### config.mk
export PLATFORM = sky130hd
export DESIGN_NAME = division_histogram
export DESIGN_NICKNAME = d
export VERILOG_FILES = /design/src/design/direction_pkg.sv /design/src/design/division_histogram.sv
export SDC_FILE = /design/constraint.sdc
export NUM_CORES = 1
export LEC_CHECK = 0
export BUFFER_PORTS_ARGS = -buffer_cell sky130_fd_sc_hd__clkbuf_2
export CORE_ASPECT_RATIO = 1.75
export CORE_UTILIZATION = 30
export CTS_BUF_LIST = sky130_fd_sc_hd__clkbuf_16
export DETAILED_ROUTE_END_ITERATION = 12
export GPL_TIMING_DRIVEN = 0
export PLACE_DENSITY = 0.48
export SLEW_MARGIN = 10
export SYNTH_ARGS = -nofsm -noshare
export SYNTH_HDL_FRONTEND = slang
export SYNTH_SLANG_ARGS = --single-unit
export TNS_END_PERCENT = 50
### constraint.sdc
create_clock -name clk -period 3 [get_ports clk]
set_clock_uncertainty 0.2 [all_clocks]
set_input_delay 0.6 -clock clk [delete_from_list [all_inputs] [get_ports clk]]
set_output_delay 0.6 -clock clk [all_outputs]
set_load 0.01 [all_outputs]
### src/design/direction_pkg.sv
package direction_pkg;

    // Image geometry
    localparam int IMAGE_WIDTH  = 320;
    localparam int IMAGE_HEIGHT = 240;
    localparam int IMAGE_PIXELS = IMAGE_WIDTH * IMAGE_HEIGHT;
    localparam int ADDR_W       = $clog2(IMAGE_PIXELS);     // 17 bits
    localparam int COL_W        = $clog2(IMAGE_WIDTH);      // 9 bits
    localparam int ROW_W        = $clog2(IMAGE_HEIGHT);     // 8 bits

    // Vertical divisions of the image, last one is narrower
    localparam int NUM_DIVISIONS  = 3;
    localparam int DIV_IDX_W      = $clog2(NUM_DIVISIONS);
    localparam int DIVISION_WIDTH = (IMAGE_WIDTH + NUM_DIVISIONS - 1) / NUM_DIVISIONS;

    // Camera field of view
    localparam int FOV_DEG            = 25;
    localparam int DEG_W              = 5;
    localparam int FOV_DIVISION_DEG   = FOV_DEG / NUM_DIVISIONS;  // 8 degrees
    localparam int BEARING_OFFSET_DEG = FOV_DIVISION_DEG / 2;     // Centre of a division

    // Detection rules
    localparam int RED_THRESHOLD     = 10;
    localparam int MIN_OBJECT_PIXELS = 16;
    localparam int COUNT_W           = $clog2(IMAGE_PIXELS + 1);

    typedef struct packed {
        logic [3:0] red;    // Bits 11:8
        logic [3:0] green;
        logic [3:0] blue;
    } pixel_t;

    // Camera write strobe
    typedef struct packed {
        logic   valid;
        logic   last;      // Final pixel of a frame
        pixel_t data;
    } cam_pixel_t;

    // Pixel sample from the scanner, aligned with RAM read data
    typedef struct packed {
        logic             valid;
        logic             first;
        logic             last;
        logic [COL_W-1:0] col;
        pixel_t           data;
    } scan_sample_t;

    typedef logic [NUM_DIVISIONS-1:0][COUNT_W-1:0] division_counts_t;

    typedef struct packed {
        logic             found;
        logic [DEG_W-1:0] bearing;  // Degrees inside the FOV
    } direction_t;

endpackage
### src/design/division_histogram.sv
`timescale 1ns/100ps

module division_histogram (
    input  logic                              clk,
    input  logic                              rst,
    input  direction_pkg::scan_sample_t       sample,
    output direction_pkg::division_counts_t   counts,
    output logic                              counts_valid
);
    import direction_pkg::*;

    logic                 bright;
    logic [DIV_IDX_W-1:0] div_idx;
    division_counts_t     counts_next;

    // Only the red field decides
    assign bright = (sample.data.red >= 4'(RED_THRESHOLD));

    // Column to division with boundaries at multiples of DIVISION_WIDTH
    always_comb begin
        div_idx = '0;
        for (int i = 1; i < NUM_DIVISIONS; i++) begin
            if (sample.col >= COL_W'(i * DIVISION_WIDTH)) begin
                div_idx = DIV_IDX_W'(i);
            end
        end
    end

    // First pixel of a frame counts on top of cleared values
    always_comb begin
        for (int i = 0; i < NUM_DIVISIONS; i++) begin
            if (sample.first) begin
                counts_next[i] = '0;
            end else begin
                counts_next[i] = counts[i];
            end
            if (bright && (div_idx == DIV_IDX_W'(i))) begin
                counts_next[i] = counts_next[i] + 1'b1;
            end
        end
    end

    always_ff @(posedge clk) begin
        if (sample.valid) begin
            counts <= counts_next;
        end
    end

    always_ff @(posedge clk) begin
        if (rst) begin
            counts_valid <= 1'b0;
        end else begin
            counts_valid <= sample.valid && sample.last;    // Final counts are out now
        end
    end

    // Sample column lies inside the span of its division
    a_div_range: assert property (
        @(posedge clk) disable iff (rst)
        sample.valid |-> ((int'(sample.col) >= int'(div_idx) * DIVISION_WIDTH)
                          && (int'(sample.col) < (int'(div_idx) + 1) * DIVISION_WIDTH))
    ) else $error("Division index does not match the sample column");

endmodule

**After elaboration in Yosys (flattened, before gate mapping)**

Cells that the tools add are included.

- Register bits: 52
- Bits in latches: 0
- Bits in writable memories: 0
- Memory bits (read-only): 0
- Input port bits: 26
- Output and inout bits: 52
- Logic and storage cells: 25
- Memories: 0

- $add $sub $neg: 3
- $mul: 0
- Div/mod/pow operators: 0
- Order comparisons: 3
- Equality and inequality tests: 2
- Shifts and indexed selects: 0
- Mux-type cells: 8
- Bitwise gates (word level): 0
- Reduce and logical (&&, ||, !) cells: 5

Operators with widths:

| operator | number |
|---|---|
| 2-to-1 mux 17 bit | 6 |
| adder 17 x 1 -> 17 bit (second input constant) | 3 |
| greater-or-equal comparator 9 x 7 -> 1 bit (second input constant) | 1 |
| greater-or-equal comparator 9 x 8 -> 1 bit (second input constant) | 1 |
| greater-or-equal comparator 4 bit (second input constant) | 1 |
| logical AND 1 bit | 4 |
| equality test 2 x 1 -> 1 bit (second input constant) | 1 |
| equality test 2 bit (second input constant) | 1 |
| logical NOT 2 bit | 1 |
| 2-to-1 mux 2 bit | 1 |
| 2-to-1 mux 1 bit | 1 |

**Longest topological paths before layout**

- Word-level depth: 6
- Depth in mapped cells: 8
- Gate-level depth less buffers: 7

**Worst setup path after synthesis**

No wires, ideal clock.

- Kind: input-to-reg
- Start: in sample[22] (netlist name)
- End: reg counts[50] (netlist name) (data pin)
- Arrival time: 2.069 ns
- Required time: 2.534 ns
- Setup slack: 0.465 ns
- Stages: 8
- Cell sequence: clkbuf_1 -> nor2b_1 -> ha_1 -> and4_1 -> nand4_1 -> nor4b_1 -> xnor2_1 -> nor2_1

RTL lines:

| what | RTL line | RTL |
|---|---|---|
| start: declaration | division_histogram.sv:6 | `input direction_pkg::scan_sample_t sample,` |
| end signal: assignment | division_histogram.sv:45 | `counts <= counts_next;` |
| end: declaration | division_histogram.sv:7 | `output direction_pkg::division_counts_t counts,` |

==> flow_summary.json <==
{
  "status": "finished, final reports clean",
  "p_leak_uw": 0.00129,
  "syn-instance-count": 291,
  "post-route-drc-count": 0,
  "clkLatencyLatePin_ns": 0.29,
  "multi_input_area_mm2": 0.00139,
  "crit_fanout": 10,
  "clock-sinks": 52,
  "hold_viol": 0,
  "min_from": "rst",
  "p_per_area_mw_per_mm2": 460,
  "synth_ff_type": "edfxtp_1",
  "antenna_cells": 0,
  "tightest_slew_ns": 0.764,
  "die_w_um": 77.8,
  "slowest_delay_ns": 0.42,
  "ant_nets": 0,
  "relSlewSlack_pct": 49.0,
  "dpl_cell_area_mm2": 0.00352,
  "die_h_um": 135,
  "grt_antenna_before_repair": 0,
  "core_mm2": 0.00979,
  "regArea_mm2": 0.00155,
  "rows": 48,
  "path_cells": "clkbuf_2 > clkbuf_1 > nor2b_1 > ha_1 > and4_1 > nand4_1 > nor4b_1 > xnor2_1 > nor2_1",
  "hold-path-cell-count": 2,
  "avgSynthCellArea_um2": 10.4,
  "final_common_cell": "clkbuf_2",
  "final_cell_mix": "67 x clkbuf_2, 51 x edfxtp_1, 36 x nor2_1",
  "first_iter_violations": 123,
  "nFillCells": 1021,
  "fin_nets": 395,
  "grt_pass1_vias": 2433,
  "maxCapViolations": 0,
  "num_vias": 2552,
  "io_pins": 78,
  "post-cts-setup-buffers": 0,
  "async_flop_share_pct": 0,
  "cp-end-kind": "register",
  "synth.distinct_cells": 39,
  "yosysWarningCount": 0,
  "worst_ep_required_time_ns": 2.83,
  "start_kind": "input pin",
  "grt_max_degree": 53,
  "worstReg2RegEnd": "counts[50]",
  "dieArea_mm2": 0.0105,
  "slowest_stage": "nor4b_1",
  "cp.arrival_ns": 2.64,
  "io_buffers": 68,
  "whs_endpoint": "counts_valid",
  "worstHoldPathType": "in2reg",
  "grtUsageTotal_pct": 15.7,
  "first_pass_iters": 4,
  "clk_path_buf_depth": 2,
  "synth_seq_area_share_pct": 51.4,
  "wl_per_cell_um": 16.3,
  "maxSlewViolCount": 0,
  "fmax_mhz": 355,
  "vias_per_cell": 5.19,
  "finalNonFillerCells": 492,
  "initial_utilization_pct": 30.8,
  "area_growth_pct": 21.2,
  "rsz0062_at_grt": "false",
  "ctsResizeCount": 0,
  "cp.buffers_inverters": 2,
  "syn_nets": 320,
  "crit_family": "simple AND/OR/NAND/NOR gates",
  "dpl.cell_count": 484,
  "cts_root_buffer": "clkbuf_16",
  "cts_buffers": 5,
  "fin_crit_sh_pct": 93.9,
  "r2r_start": "counts[34]",
  "gp_congestion": 0.797,
  "postRouteWirelength_um": 8010,
  "cts_tree": "built",
  "synthesis.area_mm2": 0.00302,
  "ir_worst_vdd_uv": 213,
  "cts_max_level": 2,
  "drive_gt1_share_pct": 22.1,
  "holdWs_ns": 0.263,
  "crit_type": "in2reg",
  "setup_viol": 0,
  "clkTransAtPathRegs_ns": 0.07,
  "synth-edff-count": 51,
  "cts_hold_buf": 0,
  "period_minus_slack_ns": 2.82,
  "overflow": 0,
  "dp_hpwl_um": 5890,
  "ys_ff_latch": 52,
  "final_util_pct": 37.3,
  "rr_worst_depth": 7,
  "reg2reg_slack_ns": 0.52,
  "grt_pass1_wl_um": 12600,
  "fin_area_mm2": 0.00365
}
==> worst max-delay path by stage <==
stage / from / endpoint / slack (ns) / cells past startpoint
2_1_floorplan: sample[22] / counts[50] / 0.47 / 8
6_report: sample[22] / counts[50] / 0.18 / 9
4_1_cts: sample[22] / counts[50] / 0.15 / 9
3_3_place_gp: sample[22] / counts[50] / -0.15 / 9
5_1_grt: sample[22] / counts[50] / 0.007 / 9
3_5_place_dp: sample[22] / counts[50] / -0.15 / 9
==> report_power, final <==
part           leakage, uW  switching (uW)  internal (uW)
registers         0.000530            54.2            852
logic             0.000685             129           83.5
clock network    0.0000710             259            304
==> cell families (layout without fill, tap and decap cells) <==
kind of cell	after synthesis	after routing	share of synthesized area, %
xor gates and xnor gates	39	39	11.3
AOI/OAI and AO/OA	29	29	6.43
DFF	52	52	51.4
buffers and inverters	19	95	2.45
and+or+nand+nor	146	146	26.0
adders and majority gates	3	3	1.24
muxes	3	3	1.12
==> flip-flops by register name, summed over array words and instances, names as in the netlist <==
signal        flops
counts_valid      1
counts           51
==> worst register-to-register path, stage by stage, from the launching register on <==
cell and delay, ns:
edfxtp_1 0.45, nor2b_1 0.23, ha_1 0.29, and4_1 0.20
nand4_1 0.22, nor4b_1 0.42, xnor2_1 0.17, nor2_1 0.06
==> per-layer routing <==
metal / vias up / track usage (%) / wire length [um]
met4: 0 / 5.66 / 91
li1: 1242 / - / -
met5: - / 0 / 0
met1: 1251 / 18.2 / 3290
met2: 53 / 29.0 / 4440
met3: 6 / 2.30 / 183
==> synth_stat cells, types with 5 or more instances <==
| master | count | share of area (%) |
|---|---|---|
| or3_1 | 6 | 1.2 |
| nor2_1 | 36 | 4.5 |
| nor2b_1 | 12 | 2.5 |
| edfxtp_1 | 51 | 51 |
| nand4_1 | 17 | 3.5 |
| xor2_1 | 9 | 2.6 |
| a21oi_1 | 8 | 1.3 |
| xnor2_1 | 30 | 8.7 |
| nand3_1 | 17 | 2.8 |
| inv_1 | 7 | 0.87 |
| nor4_1 | 10 | 2.1 |
| nor3_1 | 11 | 1.8 |
| clkbuf_1 | 10 | 1.2 |
| nand2_1 | 15 | 1.9 |
| and4_1 | 5 | 1.5 |
==> cell type report <==
| cell class | count | area share [%] |
|---|---|---|
| multi-input cells | 220 | 38.1 |
| clock inverters | 3 | 0.377 |
| well taps | 125 | 4.28 |
| clock buffers | 5 | 3.42 |
| repair buffers | 68 | 9.38 |
| plain buffers | 12 | 1.30 |
| inverters | 7 | 0.719 |
| flip-flops and latches | 52 | 42.5 |
==> per-stage QoR <==
stage | power, uW | TNS [ns] | setup slack, ns
6_report | 1680 | 0 | 0.183
5_1_grt | 1750 | 0 | 0.00697
4_1_cts | 1700 | 0 | 0.153
3_5_place_dp | 1140 | -0.318 | -0.155
3_3_place_gp | 1130 | -0.254 | -0.146
2_1_floorplan | 1020 | 0 | 0.465
Power figures use the tool's default switching activity.
