$ cat config.mk
export PLATFORM = sky130hd
export DESIGN_NAME = frame_scanner
export DESIGN_NICKNAME = d
export VERILOG_FILES = /design/src/design/direction_pkg.sv /design/src/design/frame_scanner.sv
export SDC_FILE = /design/constraint.sdc
export NUM_CORES = 1
export LEC_CHECK = 0
export BUFFER_PORTS_ARGS = -buffer_cell sky130_fd_sc_hd__buf_2
export CORE_ASPECT_RATIO = 1.25
export CORE_MARGIN = 8
export CORE_UTILIZATION = 53
export DETAILED_ROUTE_END_ITERATION = 10
export HOLD_SLACK_MARGIN = 0.03
export PLACE_DENSITY = 0.79
export RECOVER_POWER = 50
export SLEW_MARGIN = 25
export SYNTH_ARGS = -nofsm -noshare
export SYNTH_HDL_FRONTEND = slang
export SYNTH_SLANG_ARGS = --single-unit
$ cat constraint.sdc
create_clock -name clk -period 2.15 [get_ports clk]
set_clock_uncertainty 0.1 [all_clocks]
set_input_delay 0.3225 -clock clk [delete_from_list [all_inputs] [get_ports clk]]
set_output_delay 0.3225 -clock clk [all_outputs]
set_load 0.1 [all_outputs]
$ cat src/design/direction_pkg.sv
package direction_pkg;

    // Image geometry
    localparam int IMAGE_WIDTH  = 320;
    localparam int IMAGE_HEIGHT = 240;
    localparam int IMAGE_PIXELS = IMAGE_WIDTH * IMAGE_HEIGHT;
    localparam int ADDR_W       = $clog2(IMAGE_PIXELS);     // 17 bits
    localparam int COL_W        = $clog2(IMAGE_WIDTH);      // 9 bits
    localparam int ROW_W        = $clog2(IMAGE_HEIGHT);     // 8 bits

    // Vertical divisions of the image, last one is narrower
    localparam int NUM_DIVISIONS  = 3;
    localparam int DIV_IDX_W      = $clog2(NUM_DIVISIONS);
    localparam int DIVISION_WIDTH = (IMAGE_WIDTH + NUM_DIVISIONS - 1) / NUM_DIVISIONS;

    // Camera field of view
    localparam int FOV_DEG            = 25;
    localparam int DEG_W              = 5;
    localparam int FOV_DIVISION_DEG   = FOV_DEG / NUM_DIVISIONS;  // 8 degrees
    localparam int BEARING_OFFSET_DEG = FOV_DIVISION_DEG / 2;     // Centre of a division

    // Detection rules
    localparam int RED_THRESHOLD     = 10;
    localparam int MIN_OBJECT_PIXELS = 16;
    localparam int COUNT_W           = $clog2(IMAGE_PIXELS + 1);

    typedef struct packed {
        logic [3:0] red;    // Bits 11:8
        logic [3:0] green;
        logic [3:0] blue;
    } pixel_t;

    // Camera write strobe
    typedef struct packed {
        logic   valid;
        logic   last;      // Final pixel of a frame
        pixel_t data;
    } cam_pixel_t;

    // Pixel sample from the scanner, aligned with RAM read data
    typedef struct packed {
        logic             valid;
        logic             first;
        logic             last;
        logic [COL_W-1:0] col;
        pixel_t           data;
    } scan_sample_t;

    typedef logic [NUM_DIVISIONS-1:0][COUNT_W-1:0] division_counts_t;

    typedef struct packed {
        logic             found;
        logic [DEG_W-1:0] bearing;  // Degrees inside the FOV
    } direction_t;

endpackage
$ cat src/design/frame_scanner.sv
`timescale 1ns/100ps

module frame_scanner (
    input  logic                              clk,
    input  logic                              rst,
    input  logic                              frame_ready,
    output logic [direction_pkg::ADDR_W-1:0]  rd_addr,
    input  direction_pkg::pixel_t             rd_data,
    output direction_pkg::scan_sample_t       sample,
    output logic                              busy
);
    import direction_pkg::*;

    typedef enum logic {
        S_IDLE,
        S_SCAN
    } state_t;

    state_t state;
    logic [COL_W-1:0] col;
    logic [ROW_W-1:0] row;
    logic issue_first;
    logic issue_last;
    logic start;

    // Pipeline stage matching the RAM read latency
    logic             valid_q;
    logic             first_q;
    logic             last_q;
    logic [COL_W-1:0] col_q;

    assign issue_first = (row == '0) && (col == '0);
    assign issue_last  = (row == ROW_W'(IMAGE_HEIGHT - 1)) && (col == COL_W'(IMAGE_WIDTH - 1));
    assign busy        = (state == S_SCAN) || valid_q;  // Held until the last sample is out
    assign start       = frame_ready && !busy;          // Late frame_ready is dropped

    always_ff @(posedge clk) begin
        if (rst) begin
            state   <= S_IDLE;
            rd_addr <= '0;
            col     <= '0;
            row     <= '0;
        end else begin
            case (state)
                S_IDLE: begin
                    if (start) begin
                        state   <= S_SCAN;
                        rd_addr <= '0;
                        col     <= '0;
                        row     <= '0;
                    end
                end
                S_SCAN: begin
                    if (issue_last) begin
                        state <= S_IDLE;
                    end else begin
                        rd_addr <= rd_addr + 1'b1;
                        if (col == COL_W'(IMAGE_WIDTH - 1)) begin
                            col <= '0;
                            row <= row + 1'b1;
                        end else begin
                            col <= col + 1'b1;
                        end
                    end
                end
                default: state <= S_IDLE;
            endcase
        end
    end

    always_ff @(posedge clk) begin
        if (rst) begin
            valid_q <= 1'b0;
            first_q <= 1'b0;
            last_q  <= 1'b0;
        end else begin
            valid_q <= (state == S_SCAN);
            first_q <= (state == S_SCAN) && issue_first;
            last_q  <= (state == S_SCAN) && issue_last;
        end
        col_q <= col;   // Payload, no reset
    end

    always_comb begin
        sample.valid = valid_q;
        sample.first = first_q;
        sample.last  = last_q;
        sample.col   = col_q;
        sample.data  = rd_data;
    end

    a_addr_range: assert property (
        @(posedge clk) disable iff (rst)
        (state == S_SCAN) |-> (rd_addr < IMAGE_PIXELS)
    ) else $error("Scan address beyond the frame");

    a_col_range: assert property (
        @(posedge clk) disable iff (rst)
        sample.valid |-> (sample.col < IMAGE_WIDTH)
    ) else $error("Sample column beyond the image width");

endmodule

After elaboration in Yosys (flattened, before gate mapping)

Index checks and enable logic that the tools add are counted.

$add $sub $neg: 3
Multiply operators: 0
Divide/modulo/power cells: 0
Magnitude comparators: 0
Equality and inequality tests: 5
Shift-type cells: 0
Mux-type cells: 14
Bitwise logic cells: 1
Reduce and logical (&&, ||, !) cells: 11

Operators by type and width:

| cell                                                   | count |
|---|---|
| two-way mux 17 bit                                     | 2 |
| case mux 17 bit (2 select lines)                       | 1 |
| two-way mux 9 bit                                      | 3 |
| two-way mux 8 bit                                      | 3 |
| case mux 9 bit (2 select lines)                        | 1 |
| adder 17 x 1 -> 17 bit (second input constant)         | 1 |
| case mux 8 bit (2 select lines)                        | 1 |
| adder 9 x 1 -> 9 bit (second input constant)           | 1 |
| equality test 9 bit (second input constant)            | 1 |
| logical NOT 9 bit                                      | 1 |
| adder 8 x 1 -> 8 bit (second input constant)           | 1 |
| equality test 8 bit (second input constant)            | 1 |
| logical NOT 8 bit                                      | 1 |
| logical AND 1 bit                                      | 5 |
| inequality test 2 bit (second input constant)          | 2 |
| AND reduction 3 bit                                    | 1 |
| two-way mux 1 bit                                      | 2 |
| inequality test 2 x 1 -> 1 bit (second input constant) | 1 |
| case mux 1 bit (2 select lines)                        | 1 |
| AND reduction 2 bit                                    | 1 |
| logical NOT 1 bit                                      | 1 |
| logical OR 1 bit                                       | 1 |
| inverter 1 bit                                         | 1 |

Flip-flop bits (word level): 47
Bits in latches: 0
Memory bits (writable): 0
Memory bits (read-only): 0
Input bits: 15
Output and inout port bits: 42
Logic and storage cells: 42
Memories: 0

Logic depth before layout (Yosys ltp)

Depth in word-level cells: 5
Mapped depth: 8
Mapped depth without buffers: 6

Least setup slack after synthesis

Ideal clock, no wire load.

Path kind: register to register
Start point: register rd_addr[4] (netlist bit)
End point: register rd_addr[15] (netlist bit)
Library setup time: 162 ps
Arrival time: 2136 ps
Required time: 1888 ps
Path slack: -247 ps
Stages on the path, launching flop included: 7
Buffers on the path: 1
Period minus slack after synthesis: 2397 ps
Path through: dfxtp_1 > and3_1 > clkbuf_1 > nand2_1 > or2_2 > a22oi_1 > o32ai_1

Word-level cells in the longest chain between the ends: 3

Ends and longest elaborated chain:

| item                             | RTL line            | RTL |
|---|---|---|
| start, declared                  | frame_scanner.sv:7  | `output logic [direction_pkg::ADDR_W-1:0] rd_addr,` |
| start signal, assigned           | frame_scanner.sv:57 | `rd_addr <= rd_addr + 1'b1;` |
| adder 17 x 1 -> 17 bit           | frame_scanner.sv:57 |  |
| two-way mux 17 bit               | frame_scanner.sv:54 | `if (issue_last) begin` |
| case mux 17 bit (2 select lines) | frame_scanner.sv:44 | `case (state)` |

No other way between the ends. The select of a mux whose other input is x is not followed.
A chain may end at the register's enable or synchronous reset.

Worst setup path in the final report

Start point: register row[0]
End point: register rd_addr[11] (netlist bit)

Word-level cells in the longest chain between the ends: 4

Ends and longest elaborated chain:

| item                                   | RTL line            | RTL |
|---|---|---|
| start, declared                        | frame_scanner.sv:21 | `logic [ROW_W-1:0] row;` |
| start signal, assigned                 | frame_scanner.sv:60 | `row <= row + 1'b1;` |
| equality test 8 bit                    | frame_scanner.sv:33 | `assign issue_last = (row == ROW_W'(IMAGE_HEIGHT - 1)) && (col == COL_W'(IMAGE_WIDTH - 1));` |
| logical AND 1 bit                      | frame_scanner.sv:33 |  |
| inequality test 2 bit (no source line) | n/a                 |  |
| AND reduction 2 bit (no source line)   | n/a                 |  |

No other way between the ends.

==> run_results.csv <==
group,metric,value,unit
timing,fmax,0.507,GHz
floorplan,ioPinCount,57,
final_layout,drive_gt1_share,21.7,%
placement,io_buffers,32,
global_routing,antenna_found_initial,0,
worst_setup_path,r2r-start,"row[0]",
clock_tree,root_buffer,"clkbuf_8",
hold_path,hold_path_end,"row[1]",
final_layout,utilization,60.8,%
yosys,synth_largest_area_cell,"dfxtp_1",
yosys,synth_edf_count,0,
clock_tree,cts.sinks,47,
worst_setup_path,reg2reg_slack,0.18,ns
floorplan,core_area,4290,µm²
final_layout,fillCellCount,395,
timing,slew_headroom,22.8,%
routing,via_count,2145,
global_routing,grt_pass1_vias,2025,
routing,drt-total-wl,5510,µm
yosys,synth-seq-cells,47,
worst_setup_path,required,2.25,ns
power,power-per-cell-area,672,nW/µm²
timing,period_minus_slack,1.97,ns
yosys,syn_nets,289,
placement,gp_congestion,0.938,
yosys,syn_avg_cell_area,8.56,µm²
global_routing,grt_max_degree,19,
final_layout,layout.nets,319,
yosys,synth_cell_types,52,
final_layout,final_cells,358,
global_routing,track_usage,16.9,%
clock_tree,cts_tree,"built",
routing,drt_iter0_markers,180,
routing,wl_per_cell,15.4,µm
floorplan,dieArea,6720,µm²
final_layout,area_growth,13.3,%
floorplan,start_util,53.7,%
clock_tree,cts_max_path_buffers,2,
timing,rsz0062_at_grt,"no",
timing,setup_violations,0,
timing,hold_violations,0,
hold_path,hold_depth,2,
worst_setup_path,crit_path_start_kind,"register",
placement,hpwl,4110,µm
yosys,netlist_instances,269,
clock_tree,ctsResizeCount,0,
clock_tree,cts_inserted_buffers,5,
hold_path,worstHoldStart,"rst",
routing,viasPerCell,5.99,
worst_setup_path,cp.arrival,2.07,ns
placement,place_inst,350,
yosys,yosysMostFrequentCell,"dfxtp_1",
floorplan,die_h,89.7,µm
yosys,yosys_warnings,0,
clock_tree,postCtsSetupBuffers,0,
worst_setup_path,worstPathMaxFanout,9,
clock_tree,clk_latency,0.30,ns
power,vdd.ir_drop.worst,0.000302,V
final_layout,regArea,952,µm²
yosys,synthesis.area,2300,µm²
yosys,synth_common_cells,"dfxtp_1 (47), nand3_1 (36), nand2_1 (18), buf_4 (15)",
worst_setup_path,r2r_cells,6,
timing,finalMaxSlewViolations,0,
routing,ant_nets,0,
final_layout,n_antenna_cell,0,
routing,first_pass_iters,4,
yosys,synth_area_leaders,"dfxtp_1 (41%), nand3_1 (7.8%), buf_4 (4.9%)",
clock_tree,path_clk_slew,0.09,ns
placement,post-place-ws,0.112,ns
worst_setup_path,worstSetupPathType,"register to register",
worst_setup_path,reg2reg_to,"rd_addr[11]",
floorplan,die_width,75.0,µm
yosys,synth_top_cell_area_share,40.8,%
yosys,synth_flop_cell,"dfxtp_1",
timing,fin_crit_sh,91.7,%
timing,worst_slew_pin_slew,1.16,ns
routing,drc_errors,0,
yosys,seq_area_frac_synth,40.8,%
hold_path,hold_path.class,"input port to register",
flow_run,maxCapViolations,0,
clock_tree,cts_hold_buf,0,
final_layout,multi_input_area,1150,µm²
floorplan,fp-row-count,27,
global_routing,grt_first_pass_wirelength,9190,µm
timing,fin_ws,0.178,ns
global_routing,overflow,0,
worst_setup_path,cp-end-kind,"register",
outcome,status,"finished, final reports clean",
clock_tree,h-tree-depth,2,
yosys,synthArstFlopShare,0,%
power,p_leak,1.01,nW
[cells in the final DEF, fill, tap and decap left out, drive strengths merged, types with 2 or more instances in the layout]
cell     count
a211oi       2
a21oi       11
a22oi        5
a31oi        5
a41oi        3
and2         3
and3        11
buf         22
clkbuf      32
clkinv       2
dfxtp       47
ha           5
inv         13
nand2       20
nand2b       7
nand3       37
nand4        7
nor2         7
nor2b        2
nor3         6
nor3b        2
nor4         4
o21ai       16
o2bb2ai      2
o31a         2
o32ai        5
or3          3
xnor2        2
xor2         2
[report_power, final]
| part | switching [mW] | total (mW) | leakage (nW) | internal (mW) |
|---|---|---|---|---|
| sequential | 0.00913 | 0.891 | 0.384 | 0.882 |
| clock | 0.307 | 0.653 | 0.0581 | 0.346 |
| combinational | 0.159 | 0.211 | 0.570 | 0.0521 |
| total | 0.474 | 1.75 | 1.01 | 1.28 |
[through the flow]
stage	cell area (µm²)	total power [mW]	setup TNS [ns]	hold WS [ns]
after floorplan	2310	1.18	-0.102	0.270
after global placement	2520	1.12	0	0.306
after detailed placement	2520	1.12	0	0.306
after CTS	2640	1.77	0	0.181
after global routing	2610	1.82	0	0.201
final	2610	1.75	0	0.188
[cells by family (layout without fill, tap and decap cells)]
| logic type | Yosys count | count (layout) | synth area share, % |
|---|---|---|---|
| AND/OR/NAND/NOR | 113 | 113 | 26.7 |
| AO/OA/AOI/OAI | 60 | 60 | 18.4 |
| buffers and inverters | 39 | 70 | 9.29 |
| XOR/XNOR | 4 | 4 | 1.52 |
| multiplexers | 1 | 1 | 0.489 |
| flip-flops | 47 | 47 | 40.8 |
| adder cells (fa/ha/maj) | 5 | 5 | 2.72 |
[sequential cells by signal (all words and copies together) (netlist names)]
signal	cells
row	8
col_q	9
first_q	1
valid_q	1
rd_addr	17
last_q	1
state	1
col	9
[how the worst max path moves through the flow]
stage	from	endpoint	slack [ns]	cells past startpoint
finish	row[0]	rd_addr[11]	0.18	6
CTS	row[0]	rd_addr[11]	0.10	6
floorplan	rd_addr[2]	rd_addr[15]	-0.10	5
detailed placement	row[0]	rd_addr[11]	0.11	6
global placement	row[0]	rd_addr[11]	0.18	6
global route	col[0]	row[6]	0.03	7
[layer usage]
| metal | share of wire [%] | vias up | track usage (%) |
|---|---|---|---|
| li1 | - | 1033 | - |
| met1 | 41 | 1027 | 19.6 |
| met2 | 51 | 74 | 27.9 |
| met3 | 6.8 | 11 | 3.44 |
| met4 | 1.6 | 0 | 8.20 |
| met5 | 0 | - | 0 |
[cell type report]
| class | count | share of cell area (%) |
|---|---|---|
| flip-flops and latches | 47 | 36.5 |
| repair buffers | 49 | 10.4 |
| multi-input cells | 183 | 44.2 |
| inverters | 13 | 1.87 |
| clock buffers | 5 | 2.64 |
| well taps | 58 | 2.78 |
| clock inverters | 3 | 1.68 |
[worst max-delay path, stage by stage (launching register included)]
cell,delay [ns]
dfxtp_1,0.38
ha_1,0.23
nand3_2,0.11
or3_4,0.43
o21ai_2,0.37
nor3_1,0.09
o21bai_1,0.16
No activity file was read; power rests on OpenSTA's default activity.
