[src/design/direction_pkg.sv]
package direction_pkg;

    // Image geometry
    localparam int IMAGE_WIDTH  = 320;
    localparam int IMAGE_HEIGHT = 240;
    localparam int IMAGE_PIXELS = IMAGE_WIDTH * IMAGE_HEIGHT;
    localparam int ADDR_W       = $clog2(IMAGE_PIXELS);     // 17 bits
    localparam int COL_W        = $clog2(IMAGE_WIDTH);      // 9 bits
    localparam int ROW_W        = $clog2(IMAGE_HEIGHT);     // 8 bits

    // Vertical divisions of the image, last one is narrower
    localparam int NUM_DIVISIONS  = 3;
    localparam int DIV_IDX_W      = $clog2(NUM_DIVISIONS);
    localparam int DIVISION_WIDTH = (IMAGE_WIDTH + NUM_DIVISIONS - 1) / NUM_DIVISIONS;

    // Camera field of view
    localparam int FOV_DEG            = 25;
    localparam int DEG_W              = 5;
    localparam int FOV_DIVISION_DEG   = FOV_DEG / NUM_DIVISIONS;  // 8 degrees
    localparam int BEARING_OFFSET_DEG = FOV_DIVISION_DEG / 2;     // Centre of a division

    // Detection rules
    localparam int RED_THRESHOLD     = 10;
    localparam int MIN_OBJECT_PIXELS = 16;
    localparam int COUNT_W           = $clog2(IMAGE_PIXELS + 1);

    typedef struct packed {
        logic [3:0] red;    // Bits 11:8
        logic [3:0] green;
        logic [3:0] blue;
    } pixel_t;

    // Camera write strobe
    typedef struct packed {
        logic   valid;
        logic   last;      // Final pixel of a frame
        pixel_t data;
    } cam_pixel_t;

    // Pixel sample from the scanner, aligned with RAM read data
    typedef struct packed {
        logic             valid;
        logic             first;
        logic             last;
        logic [COL_W-1:0] col;
        pixel_t           data;
    } scan_sample_t;

    typedef logic [NUM_DIVISIONS-1:0][COUNT_W-1:0] division_counts_t;

    typedef struct packed {
        logic             found;
        logic [DEG_W-1:0] bearing;  // Degrees inside the FOV
    } direction_t;

endpackage
[src/design/direction_select.sv]
`timescale 1ns/100ps

module direction_select (
    input  logic                              clk,
    input  logic                              rst,
    input  direction_pkg::division_counts_t   counts,
    input  logic                              counts_valid,
    output direction_pkg::direction_t         result,
    output logic                              result_valid
);
    import direction_pkg::*;

    logic [DIV_IDX_W-1:0] best_idx;
    logic [COUNT_W-1:0]   best_count;
    logic                 found;
    logic [DEG_W-1:0]     bearing;

    // Argmax, strict compare keeps the lowest index on ties
    always_comb begin
        best_idx   = '0;
        best_count = counts[0];
        for (int i = 1; i < NUM_DIVISIONS; i++) begin
            if (counts[i] > best_count) begin
                best_count = counts[i];
                best_idx   = DIV_IDX_W'(i);
            end
        end
    end

    assign found   = (best_count >= COUNT_W'(MIN_OBJECT_PIXELS));
    assign bearing = DEG_W'(best_idx) * DEG_W'(FOV_DIVISION_DEG) + DEG_W'(BEARING_OFFSET_DEG);

    always_ff @(posedge clk) begin
        if (rst) begin
            result_valid <= 1'b0;
            result.found <= 1'b0;
        end else begin
            result_valid <= counts_valid;
            if (counts_valid) begin
                result.found <= found;
            end
        end
    end

    // Bearing is payload and holds until the next frame
    always_ff @(posedge clk) begin
        if (counts_valid) begin
            if (found) begin
                result.bearing <= bearing;
            end else begin
                result.bearing <= '0;   // No object
            end
        end
    end

    // One result per frame
    a_single_pulse: assert property (
        @(posedge clk) disable iff (rst)
        result_valid |=> !result_valid
    ) else $error("result_valid high for two cycles");

endmodule

[config.mk]
export PLATFORM = sky130hd
export DESIGN_NAME = direction_select
export DESIGN_NICKNAME = d
export VERILOG_FILES = /design/src/design/direction_pkg.sv /design/src/design/direction_select.sv
export SDC_FILE = /design/constraint.sdc
export NUM_CORES = 1
export LEC_CHECK = 0
export BUFFER_PORTS_ARGS = -buffer_cell sky130_fd_sc_hd__buf_2
export CAP_MARGIN = 25
export CORE_MARGIN = 1
export CORE_UTILIZATION = 48
export CTS_CLUSTER_SIZE = 40
export DETAILED_ROUTE_END_ITERATION = 10
export PLACE_DENSITY = 0.87
export SLEW_MARGIN = 20
export SYNTH_ARGS = -nofsm -noshare
export SYNTH_HDL_FRONTEND = slang
export SYNTH_SLANG_ARGS = --single-unit
[constraint.sdc]
create_clock -name clk -period 5.59 [get_ports clk]
set_clock_uncertainty 0.05 [all_clocks]
set_input_delay 0.2795 -clock clk [delete_from_list [all_inputs] [get_ports clk]]
set_output_delay 0.2795 -clock clk [all_outputs]
set_load 0.02 [all_outputs]
Word level (Yosys, flattened, before mapping)
Index checks and enable logic that the tools add are counted.
- flip-flop bits (word level): 7
- input bits: 54
- add/sub/neg operators: 1
- $lt $le $gt $ge: 3
- muxes and demuxes: 4
- operator list (kind ; number):
    > comparator 17 bit ; 2
    2-to-1 mux 17 bit ; 2
    greater-or-equal comparator 17 x 5 -> 1 bit, second input constant ; 1
    adder 5 x 3 -> 5 bit, second input constant ; 1
    2-to-1 mux 2 bit ; 1
    2-to-1 mux 1 bit ; 1

Depth between registers and ports, before layout
Gate-level depths: netlist of the first run.
- depth in word-level cells: 5
- mapped depth: 18

Worst setup path before layout of the first run
No wires, ideal clock.
- path type: input-to-reg
- from: in counts[4] in the netlist's numbering
- to: reg result[3] in the netlist's numbering, data pin
- library setup time: 167 ps
- arrival time: 4101 ps
- required time: 5373 ps
- setup slack: 1272 ps
- cell stages on the path: 17
- path buffers: 2
- path through: inv_1 > ha_1 > a21oi_1 > o21ai_0 > a2111oi_0 > a2bb2oi_2 > buf_6 > buf_2 > mux2i_1 > ha_1 > a21oi_1 > nor2_1 > a2111oi_0 > o31ai_1 > a221oi_2 > mux2_2 > a211oi_1
- cells in the longest elaborated chain, start to end: 5
- elaborated cells between the ends (all ways): 8
- those cells by class: 1 x add/sub; 3 x order compare; 4 x mux
- RTL lines (item ; line ; RTL):
    start: declaration ; direction_select.sv:6 ; input direction_pkg::division_counts_t counts,
    > comparator 17 bit ; direction_select.sv:23 ; if (counts[i] > best_count) begin
    2-to-1 mux 17 bit ; direction_select.sv:23 ;
    > comparator 17 bit ; direction_select.sv:23 ;
    2-to-1 mux 17 bit or 2-to-1 mux 2 bit (tied branches) ; direction_select.sv:23 ;
    greater-or-equal comparator 17 x 5 -> 1 bit or adder 5 x 3 -> 5 bit (tied branches) ; direction_select.sv:30, direction_select.sv:31 ;
    end: declaration ; direction_select.sv:8 ; output direction_pkg::direction_t result,
Parallel ways exist; a longest one is shown, timed or not.
A chain may end at the register's enable or synchronous reset.

Final worst setup path of the first run
Same ends and word-level chain as after synthesis.

==> results.yml, run 1 <==
clock_tree:
  postCtsHoldBufs: 0
  post_cts_buffers: 0
  root_buffer: "clkbuf_4"
  cts_resized: 0
  cts.clk_slew.worst_paths_ns: 0.04
  cts_tree: "done"
  cts_buffers: 3
  htreeDepth: 1
  clock-sinks: 5
  clk_latency_ns: 0.25
  clock_path_buffers: 2
finish:
  fin_cells: 247
  nets: 306
  fill_cells: 218
  ff_latch_area_um2: 130
  final_cell_mix: "buf_2 (58), ha_1 (34), inv_1 (19)"
  multi_input_area_um2: 1110
  syn_to_final_growth_pct: 25.0
  antenna_cells: 0
  drive_gt1_frac: 0.318
  layout_commonest_cell: "buf_2"
  post-route-util: 0.656
setup_path:
  crit_family: "compound AO/OA/AOI/OAI gates"
  reg2reg_depth: 2
  critPathRequiredTime_ns: 5.61
  worstSetupPathType: "primary input to flop"
  path_buf_inv: 3
  r2r_start: "result[5]"
  path_max_fanout: 19
  slowest_stage: "a2111oi_0"
  r2r_slack_ns: 4.86
  cp-end-kind: "flop"
  cp_data_arrival_time_ns: 4.65
  worstSetupStartpointType: "primary input"
  max_stage_delay_ns: 0.73
  worstPathCellList: "buf_2 > inv_1 > ha_1 > a21oi_1 > o21ai_0 > a2111oi_0 > a2bb2oi_2 > buf_4 > mux2i_1 > ha_1 > a21oi_1 > o21ai_1 > a2111oi_0 > o31ai_1 > a221oi_2 > mux2_2 > a211oi_1"
  r2r_end: "result[5]"
worst_hold_path:
  hp-start: "rst"
  min_to: "result[5]"
  min_path_cells: 2
  hold_path.class: "primary input to flop"
drt:
  drt_iter0_markers: 34
  final_antenna_net_count: 0
  wirelength_um: 3440
  drc_errors: 0
  num_vias: 1425
  routed_via_density: 5.77
  wl_per_cell_um: 13.9
  drt_pre_antenna_iters: 4
die:
  die-area_um2: 3000
  die_h_um: 54.7
  num_rows: 18
  floorplan.core_area_um2: 2540
  die_w_um: 54.7
  start_util: 0.525
  io_pins: 61
logic_synthesis:
  synth_area_um2: 1340
  ys_ff_latch: 5
  synthDistinctLibCells: 36
  syn_inst: 157
  synthTopCellsByArea: "ha_1 (32%), mux2i_1 (13%), edfxtp_1 (6.7%), inv_1 (5.3%), nor4_1 (4.7%)"
  synth_top_area_share: 0.319
  avgSynthCellArea_um2: 8.50
  yosysTopAreaCell: "ha_1"
  synth-seq-area-share: 0.0975
  synth_warnings: 0
sta:
  setup_viol: 0
  maxSlewViolCount: 0
  fmax_mhz: 216
  min_period_ns: 4.63
  timing.final.ws_setup_ns: 0.963
  finalHoldViolCount: 0
  tightestPinTransition_ns: 0.818
  rsz0062_at_grt: "false"
  final.setup.tns_ns: 0
  relSlewSlack: 0.449
  finalCritPeriodShare: 0.828
power:
  clkPwrFrac: 0.183
  p_comb_frac: 0.628
  seq_power_share: 0.189
  power.switching_uw: 97.9
  swShare: 0.411
  p_leak_uw: 0.000946
  vdd_ir_drop_max_uv: 135
  internal_power_uw: 140
  power_density_nw_per_um2: 143
place:
  globalplace.congestion: 0.885
  place_inst: 243
  numPortBuffers: 58
  hpwl_um: 3100
  post-place-ws_ns: 0.779
global_route:
  grt_max_degree: 20
  antenna_found_initial: 0
  overflow: 0
  grt_use_total: 0.256
  grt_pass1_vias: 1370
  grt_pass1_wl_um: 5500
run:
  max_cap_violations: 0
run_status:
  status: "complete, no violations"
==> synthesized netlist by cell type (all sizes together) <==
cell and n:
ha 34, inv 19, mux2i 17, nor4 10, nor2 9, a21oi 7, nand2 6, nand4 6
o21ai 5, a21o 4, buf 4, nand3 4, edfxtp 3, nor3 3, a2111oi 2, a211oi 2
a221o 2, and3 2, and4 2, dfxtp 2, nand2b 2, nor2b 2, o21bai 2, a221oi 1
a2bb2oi 1, a311oi 1, and2 1, conb 1, mux2 1, o31ai 1, or4 1
==> cell type report <==
cell class              count  area share
multi-input cells         130       0.663
repair buffers             59       0.178
flip-flops and latches      5      0.0780
inverters                  19      0.0427
well taps                  30      0.0225
clock buffers               4      0.0157
==> worst max-delay path by stage <==
| stage | startpoint | endpoint | cells past startpoint | slack (ns) |
|---|---|---|---|---|
| global placement | counts[2] | result[3] | 17 | 0.97 |
| CTS | counts[4] | result[3] | 17 | 1.01 |
| global route | counts[4] | result[3] | 17 | 0.52 |
| floorplan | counts[4] | result[3] | 17 | 1.27 |
| detailed placement | counts[4] | result[3] | 17 | 0.78 |
| finish | counts[4] | result[3] | 17 | 0.96 |
==> layer usage <==
layer / vias up / global-route usage / share of wire
met5: - / 0 / 0
met4: 0 / 0.0940 / 0.010
met3: 4 / 0.0333 / 0.069
met2: 63 / 0.468 / 0.50
met1: 643 / 0.295 / 0.42
li1: 715 / - / -
==> state kept, by name, summed over array words and instances (netlist names) <==
| register | flops |
|---|---|
| result_valid | 1 |
| result | 4 |
==> stage by stage <==
stage / power [uW] / area (um2) / hold WS (ns)
global placement: 190 / 1640 / 0.417
global route: 264 / 1670 / 0.146
detailed placement: 194 / 1640 / 0.418
CTS: 237 / 1670 / 0.160
finish: 238 / 1670 / 0.156
floorplan: 146 / 1340 / 0.297
==> power by group through the flow <==
stage	combinational (uW)	clock, uW	sequential (uW)
floorplan	94.6	0	51.3
global placement	144	0	45.6
detailed placement	149	0	45.8
CTS	149	43.2	45.2
global route	169	49.2	45.8
finish	149	43.5	45.1
==> kinds of logic (layout without fill, tap and decap cells) <==
family                   count (synthesis)  in the layout  synth area share
multiplexers                            18             18             0.136
AO/OA/AOI/OAI                           28             28             0.166
flip-flops                               5              5            0.0975
adder cells (fa/ha/maj)                 34             34             0.319
other                                    1              2           0.00281
AND/OR/NAND/NOR                         48             48             0.202
buffers and inverters                   23             82            0.0768
Note: power is estimated with default switching activity, not from simulation.
==> run 2: changes to the inputs <==
--- a/config.mk
+++ b/config.mk
@@ -5,13 +5,14 @@
 export SDC_FILE = /design/constraint.sdc
 export NUM_CORES = 1
 export LEC_CHECK = 0
+export ABC_AREA = 1
 export BUFFER_PORTS_ARGS = -buffer_cell sky130_fd_sc_hd__buf_2
 export CAP_MARGIN = 25
 export CORE_MARGIN = 1
-export CORE_UTILIZATION = 48
+export CORE_UTILIZATION = 45
 export CTS_CLUSTER_SIZE = 40
 export DETAILED_ROUTE_END_ITERATION = 10
-export PLACE_DENSITY = 0.87
+export PLACE_DENSITY = 0.82
 export SLEW_MARGIN = 20
 export SYNTH_ARGS = -nofsm -noshare
 export SYNTH_HDL_FRONTEND = slang
==> constraint.sdc (replaced) <==
create_clock -name clk -period 4.1 [get_ports clk]
set_clock_uncertainty 0.05 [all_clocks]
set_input_delay 0.205 -clock clk [delete_from_list [all_inputs] [get_ports clk]]
set_output_delay 0.205 -clock clk [all_outputs]
set_load 0.02 [all_outputs]
==> run 2 against run 1 <==
Sequential power grew 34%. Critical path type unchanged. Flip-flop and latch count unchanged. Largest cell class unchanged. Synthesized cell count increased by 65%. Highest routed layer unchanged. Routed wire length grew 4.9%. Via count increased by 23%. Setup slack got worse by 0.58 ns. Combinational power up 73%. Utilization shrank 8.6 points. Largest power group unchanged. Final cell count grew 47%.
==> results.yml, run 2 <==
run_status:
  status: "complete, no violations"
sta:
  final.setup.tns_ns: 0
  finalCritPeriodShare: 0.906
  whs_ns: 0.0791
  setup_viol: 0
  finalHoldViolCount: 0
  maxSlewViolCount: 0
  fmax_mhz: 269
  min_period_ns: 3.72
  rsz0062_at_grt: "false"
clock_tree:
  cts_tree: "done"
  htreeDepth: 1
  cts.clk_slew.worst_paths_ns: 0.04
  cts_resized: 0
  root_buffer: "clkbuf_4"
  clock_path_buffers: 2
  clk_latency_ns: 0.24
  clock-sinks: 5
  post_cts_buffers: 0
  postCtsHoldBufs: 0
  cts_buffers: 3
finish:
  antenna_cells: 0
  ff_latch_area_um2: 130
  nets: 406
  fin_area_um2: 1930
  fill_cells: 340
  fin_cells: 363
  largest_reg_flops: 4
  final_cell_mix: "nand2_1 (76), buf_2 (58), inv_1 (44)"
  drive_gt1_frac: 0.278
  multi_input_area_um2: 1250
  syn_to_final_growth_pct: 20.4
  regMostFlops: "result"
  reg_top3: "result x4, result_valid x1"
  layout_commonest_cell: "nand2_1"
logic_synthesis:
  synth-seq-area-share: 0.0811
  ys_ff_latch: 5
  synthMostInstantiatedCell: "nand2_1"
  avgSynthCellArea_um2: 6.20
  synthTopCellsByArea: "ha_1 (27%), nand2_1 (18%), inv_1 (10%), edfxtp_1 (5.6%), nand2_2 (5.5%)"
  syn_inst: 259
  synth_area_um2: 1610
  synth_ff_type: "edfxtp_1"
  synth_edf_count: 3
  synthArstFlopShare: 0
  synthDistinctLibCells: 28
  yosysTopAreaCell: "ha_1"
  synth_top_area_share: 0.265
  synth_warnings: 0
  synth_common_cells: "nand2_1 (76), inv_1 (44), ha_1 (34)"
global_route:
  grt_pass1_wl_um: 5660
  grt_use_total: 0.196
  grt_pass1_vias: 1443
  overflow: 0
  antenna_found_initial: 0
  grt_max_degree: 25
power:
  swShare: 0.473
  p_comb_frac: 0.689
  power.switching_uw: 178
  p_leak_uw: 0.00121
  clkPwrFrac: 0.150
  power.total_uw: 375
  vdd_ir_drop_max_uv: 67.6
  seq_power_share: 0.161
  power_density_nw_per_um2: 194
  internal_power_uw: 198
die:
  num_rows: 21
  io_pins: 61
  die-area_um2: 3810
  die_h_um: 61.7
  die_w_um: 61.7
  start_util: 0.474
  floorplan.core_area_um2: 3390
setup_path:
  path_common_cell: "nand2_1"
  cp_data_arrival_time_ns: 3.65
  path_max_fanout: 24
  critPathRequiredTime_ns: 4.03
  worstPathCellList: "buf_2 > inv_1 > ha_1 > nand2_1 > inv_1 > nand2_1 > nand2_1 > a21oi_1 > nand3_2 > nand2_4 > o21ai_1 > ha_1 > nand4_1 > nor2_1 > nand4_1 > nand3_1 > nand2_2 > or2_2 > nand2_1 > nand2_1 > nor2_2 > nand2_2 > nand2_1 > nor2_1"
  r2r_start: "result[5]"
  max_stage_delay_ns: 0.33
  crit_family: "simple AND/OR/NAND/NOR gates"
  cp-startpoint: "counts[16]"
  worstSetupStartpointType: "primary input"
  path_buf_inv: 3
  cp-end-kind: "flop"
  slowest_stage: "ha_1"
  worstSetupPathType: "primary input to flop"
place:
  numPortBuffers: 58
  dpl_cell_area_um2: 1910
  globalplace.congestion: 0.868
  place_inst: 359
  hpwl_um: 3160
drt:
  wirelength_um: 3610
  routed_via_density: 4.82
  drt_pre_antenna_iters: 4
  drc_errors: 0
  num_vias: 1751
  drt_iter0_markers: 61
  wl_per_cell_um: 9.94
  final_antenna_net_count: 0
worst_hold_path:
  hold_path.class: "primary input to flop"
  hp-start: "rst"
run:
  max_cap_violations: 0
-- run 2: cell count changes after synthesis, moves of 5 or more --
cell / delta
a21oi_1: +6
inv_1: +25
mux2i_1: -17
nand2_1: +70
nand2_2: +14
nand3_1: +10
nand3b_1: +5
nor2_1: +10
nor4_1: -10
-- run 2: cell families (layout without fill, tap and decap cells) --
logic type / after synthesis / after routing / synth area share
other: 1 / 2 / 0.00234
adder cells (fa/ha/maj): 34 / 34 / 0.265
flip-flops: 5 / 5 / 0.0811
AO/OA/AOI/OAI: 25 / 25 / 0.0873
AND/OR/NAND/NOR: 143 / 143 / 0.423
buffers and inverters: 51 / 108 / 0.141
-- run 2: power by group through the flow --
stage	combinational (uW)	sequential [uW]	clock, uW
2_1_floorplan	188	68.2	0
3_3_place_gp	251	61.3	0
3_5_place_dp	256	61.5	0
4_1_cts	258	60.6	58.1
5_1_grt	296	61.3	61.8
6_report	258	60.5	56.4
-- run 2: path summary, 6_finish.rpt --
path                  end  slack (ns)  cells past startpoint
max reg2reg     result[5]        3.43                      4
min reg2reg     result[5]        0.51                      4
max             result[3]        0.38                     24
min          result_valid        0.08                      2
-- run 2: metrics by stage --
| step | util | worst slack (ns) |
|---|---|---|
| finish | 0.570 | 0.383 |
| global route | 0.570 | 0.0457 |
| CTS | 0.570 | 0.431 |
| detailed placement | 0.563 | 0.194 |
| global placement | 0.563 | 0.277 |
| floorplan | - | 0.811 |
-- run 2: area by class of cell --
cell class,count,share of cell area
Multi-Input combinational cell,204,0.648
Inverter,45,0.0874
Timing Repair Buffer,59,0.154
Tap cell,46,0.0298
Sequential cell,5,0.0673
Clock buffer,4,0.0136
-- run 2: per-layer routing --
metal | up-vias | GRT usage | wire, um
met2 | 57 | 0.332 | 1700
met4 | 0 | 0.0667 | 31
li1 | 937 | - | -
met1 | 751 | 0.267 | 1690
met3 | 6 | 0.00621 | 192
met5 | - | 0 | 0
==> run 3: changes to the inputs <==
--- a/config.mk
+++ b/config.mk
@@ -9,10 +9,11 @@
 export BUFFER_PORTS_ARGS = -buffer_cell sky130_fd_sc_hd__buf_2
 export CAP_MARGIN = 25
 export CORE_MARGIN = 1
-export CORE_UTILIZATION = 45
+export CORE_UTILIZATION = 46
+export CTS_BUF_LIST = sky130_fd_sc_hd__clkbuf_4
 export CTS_CLUSTER_SIZE = 40
 export DETAILED_ROUTE_END_ITERATION = 10
-export PLACE_DENSITY = 0.82
+export PLACE_DENSITY = 0.84
 export SLEW_MARGIN = 20
 export SYNTH_ARGS = -nofsm -noshare
 export SYNTH_HDL_FRONTEND = slang
==> run 3 against run 2 <==
Setup slack improved by 0.058 ns. Non-clock buffer count did not move. Final cell count did not move. Utilization rose by 1.2 points. Clock-buffer cell count did not move. Fmax rose by 1.6%. Design area rose by 0.45%. Clock power rose by 12%. Global-route usage rose by 1.4 points. Hold slack improved by 0.0064 ns. First-iteration DRC count rose by 4.9%. Critical endpoint unchanged. Largest power group unchanged. Highest routed layer is now met3.
==> results.yml, run 3 (synthesized netlist as in run 2, its figures left out) <==
global_route:
  use_met3: 0.00840
  overflow: 0
  use_met1: 0.261
  met2_usage: 0.394
  grt_use_total: 0.210
  antenna_found_initial: 0
  grt_pass1_wl_um: 6070
  top_usage_layer: "met2"
  grt_max_degree: 25
  grt_pass1_vias: 1559
finish:
  fin_area_um2: 1940
  reg_top3: "result x4, result_valid x1"
  antenna_cells: 0
  final_cell_mix: "nand2_1 (76), buf_2 (58), inv_1 (44)"
  regMostFlops: "result"
  fin_cells: 363
  post-route-util: 0.582
  layout_commonest_cell: "nand2_1"
  syn_to_final_growth_pct: 21.0
  nets: 406
  drive_gt1_frac: 0.281
  largest_reg_flops: 4
sta:
  min_period_ns: 3.66
  maxSlewViolCount: 0
  finalHoldViolCount: 0
  final.setup.tns_ns: 0
  finalCritPeriodShare: 0.892
  fmax_mhz: 273
  timing.final.ws_setup_ns: 0.442
  rsz0062_at_grt: "false"
  setup_viol: 0
setup_path:
  path_max_fanout: 24
  worstSetupStartpointType: "primary input"
  worstSetupPathType: "primary input to flop"
  cp-end-kind: "flop"
  critPathRequiredTime_ns: 4.04
  cp_data_arrival_time_ns: 3.59
clock_tree:
  cts_buffers: 3
  cts.clk_slew.worst_paths_ns: 0.04
  htreeDepth: 1
  clock_path_buffers: 2
  postCtsHoldBufs: 0
  root_buffer: "clkbuf_4"
  clock-sinks: 5
  cts_tree: "done"
  clk_latency_ns: 0.24
run:
  max_cap_violations: 0
run_status:
  status: "complete, no violations"
drt:
  drt_pre_antenna_iters: 4
  routed_via_density: 4.80
  drt_iter0_markers: 64
  drc_errors: 0
  num_vias: 1742
  final_antenna_net_count: 0
  wl_per_cell_um: 10.5
  wirelength_um: 3800
die:
  die_h_um: 61.1
  floorplan.core_area_um2: 3340
  io_pins: 61
  start_util: 0.481
  die_w_um: 61.1
  num_rows: 21
  die-area_um2: 3730
power:
  power_density_nw_per_um2: 198
  power.switching_uw: 179
  swShare: 0.466
  internal_power_uw: 205
  p_comb_frac: 0.679
  seq_power_share: 0.157
  clkPwrFrac: 0.164
  vdd_ir_drop_max_uv: 78.4
  p_leak_uw: 0.00122
place:
  globalplace.congestion: 0.853
  dpl_cell_area_um2: 1910
  post-place-ws_ns: 0.157
  hpwl_um: 3270
  numPortBuffers: 58
  place_inst: 359
worst_hold_path:
  hold_path.class: "primary input to flop"
[run 3: cell type report]
cell class                      count  area, um2
Multi-Input combinational cell    204       1260
Fill cell                         329       1400
Clock buffer                        4       30.0
Timing Repair Buffer               59        298
Inverter                           45        169
Tap cell                           46       57.6
Sequential cell                     5        130
[run 3: per-layer routing]
metal	vias to the layer above	routed length, um
li1	935	-
met1	762	1680
met2	45	1920
met3	0	204
met4	0	0
met5	-	0
[run 3: through the flow]
step / hold WS, ns / total power (uW)
floorplan: 0.226 / 256
detailed placement: 0.334 / 318
finish: 0.0855 / 384
global route: 0.0956 / 428
CTS: 0.0744 / 384
global placement: 0.329 / 312
[run 3: what timing repair did]
action / in CTS / in global routing
buffers inserted: 0 / 0
endpoints found under the setup margin: 0 / 1
gates resized for setup: 0 / 1
[run 3: power groups by stage]
stage	Combinational (uW)	Sequential, uW	Clock (uW)
CTS	259	60.6	65.0
floorplan	188	68.2	0
detailed placement	257	61.4	0
global route	300	61.2	66.6
finish	261	60.5	63.0
global placement	250	61.3	0
[run 3: final timing paths]
path	slack (ns)	cells past startpoint	end	startpoint
hold / removal	0.09	2	result_valid	rst
hold reg to reg	0.52	4	result[5]	result[5]
setup reg to reg	3.42	4	result[5]	result[5]
setup / recovery	0.44	25	result[3]	counts[16]
[run 3: worst max-delay path: stages]
cell	delay, ns
buf_2	0.07
inv_1	0.05
ha_1	0.29
nand2_1	0.08
nor2_2	0.12
nand2_1	0.06
clkinv_1	0.09
nand4_1	0.13
nand3_2	0.18
nand2_4	0.20
nand2_1	0.14
nand2_2	0.07
ha_1	0.29
nand4_1	0.12
nor2_1	0.23
nand4_1	0.11
nand3_1	0.20
nand2_4	0.16
or2_2	0.30
nand2_1	0.06
nand2_1	0.06
nor2_2	0.19
nand2_2	0.08
nand2_1	0.06
nor2_1	0.04
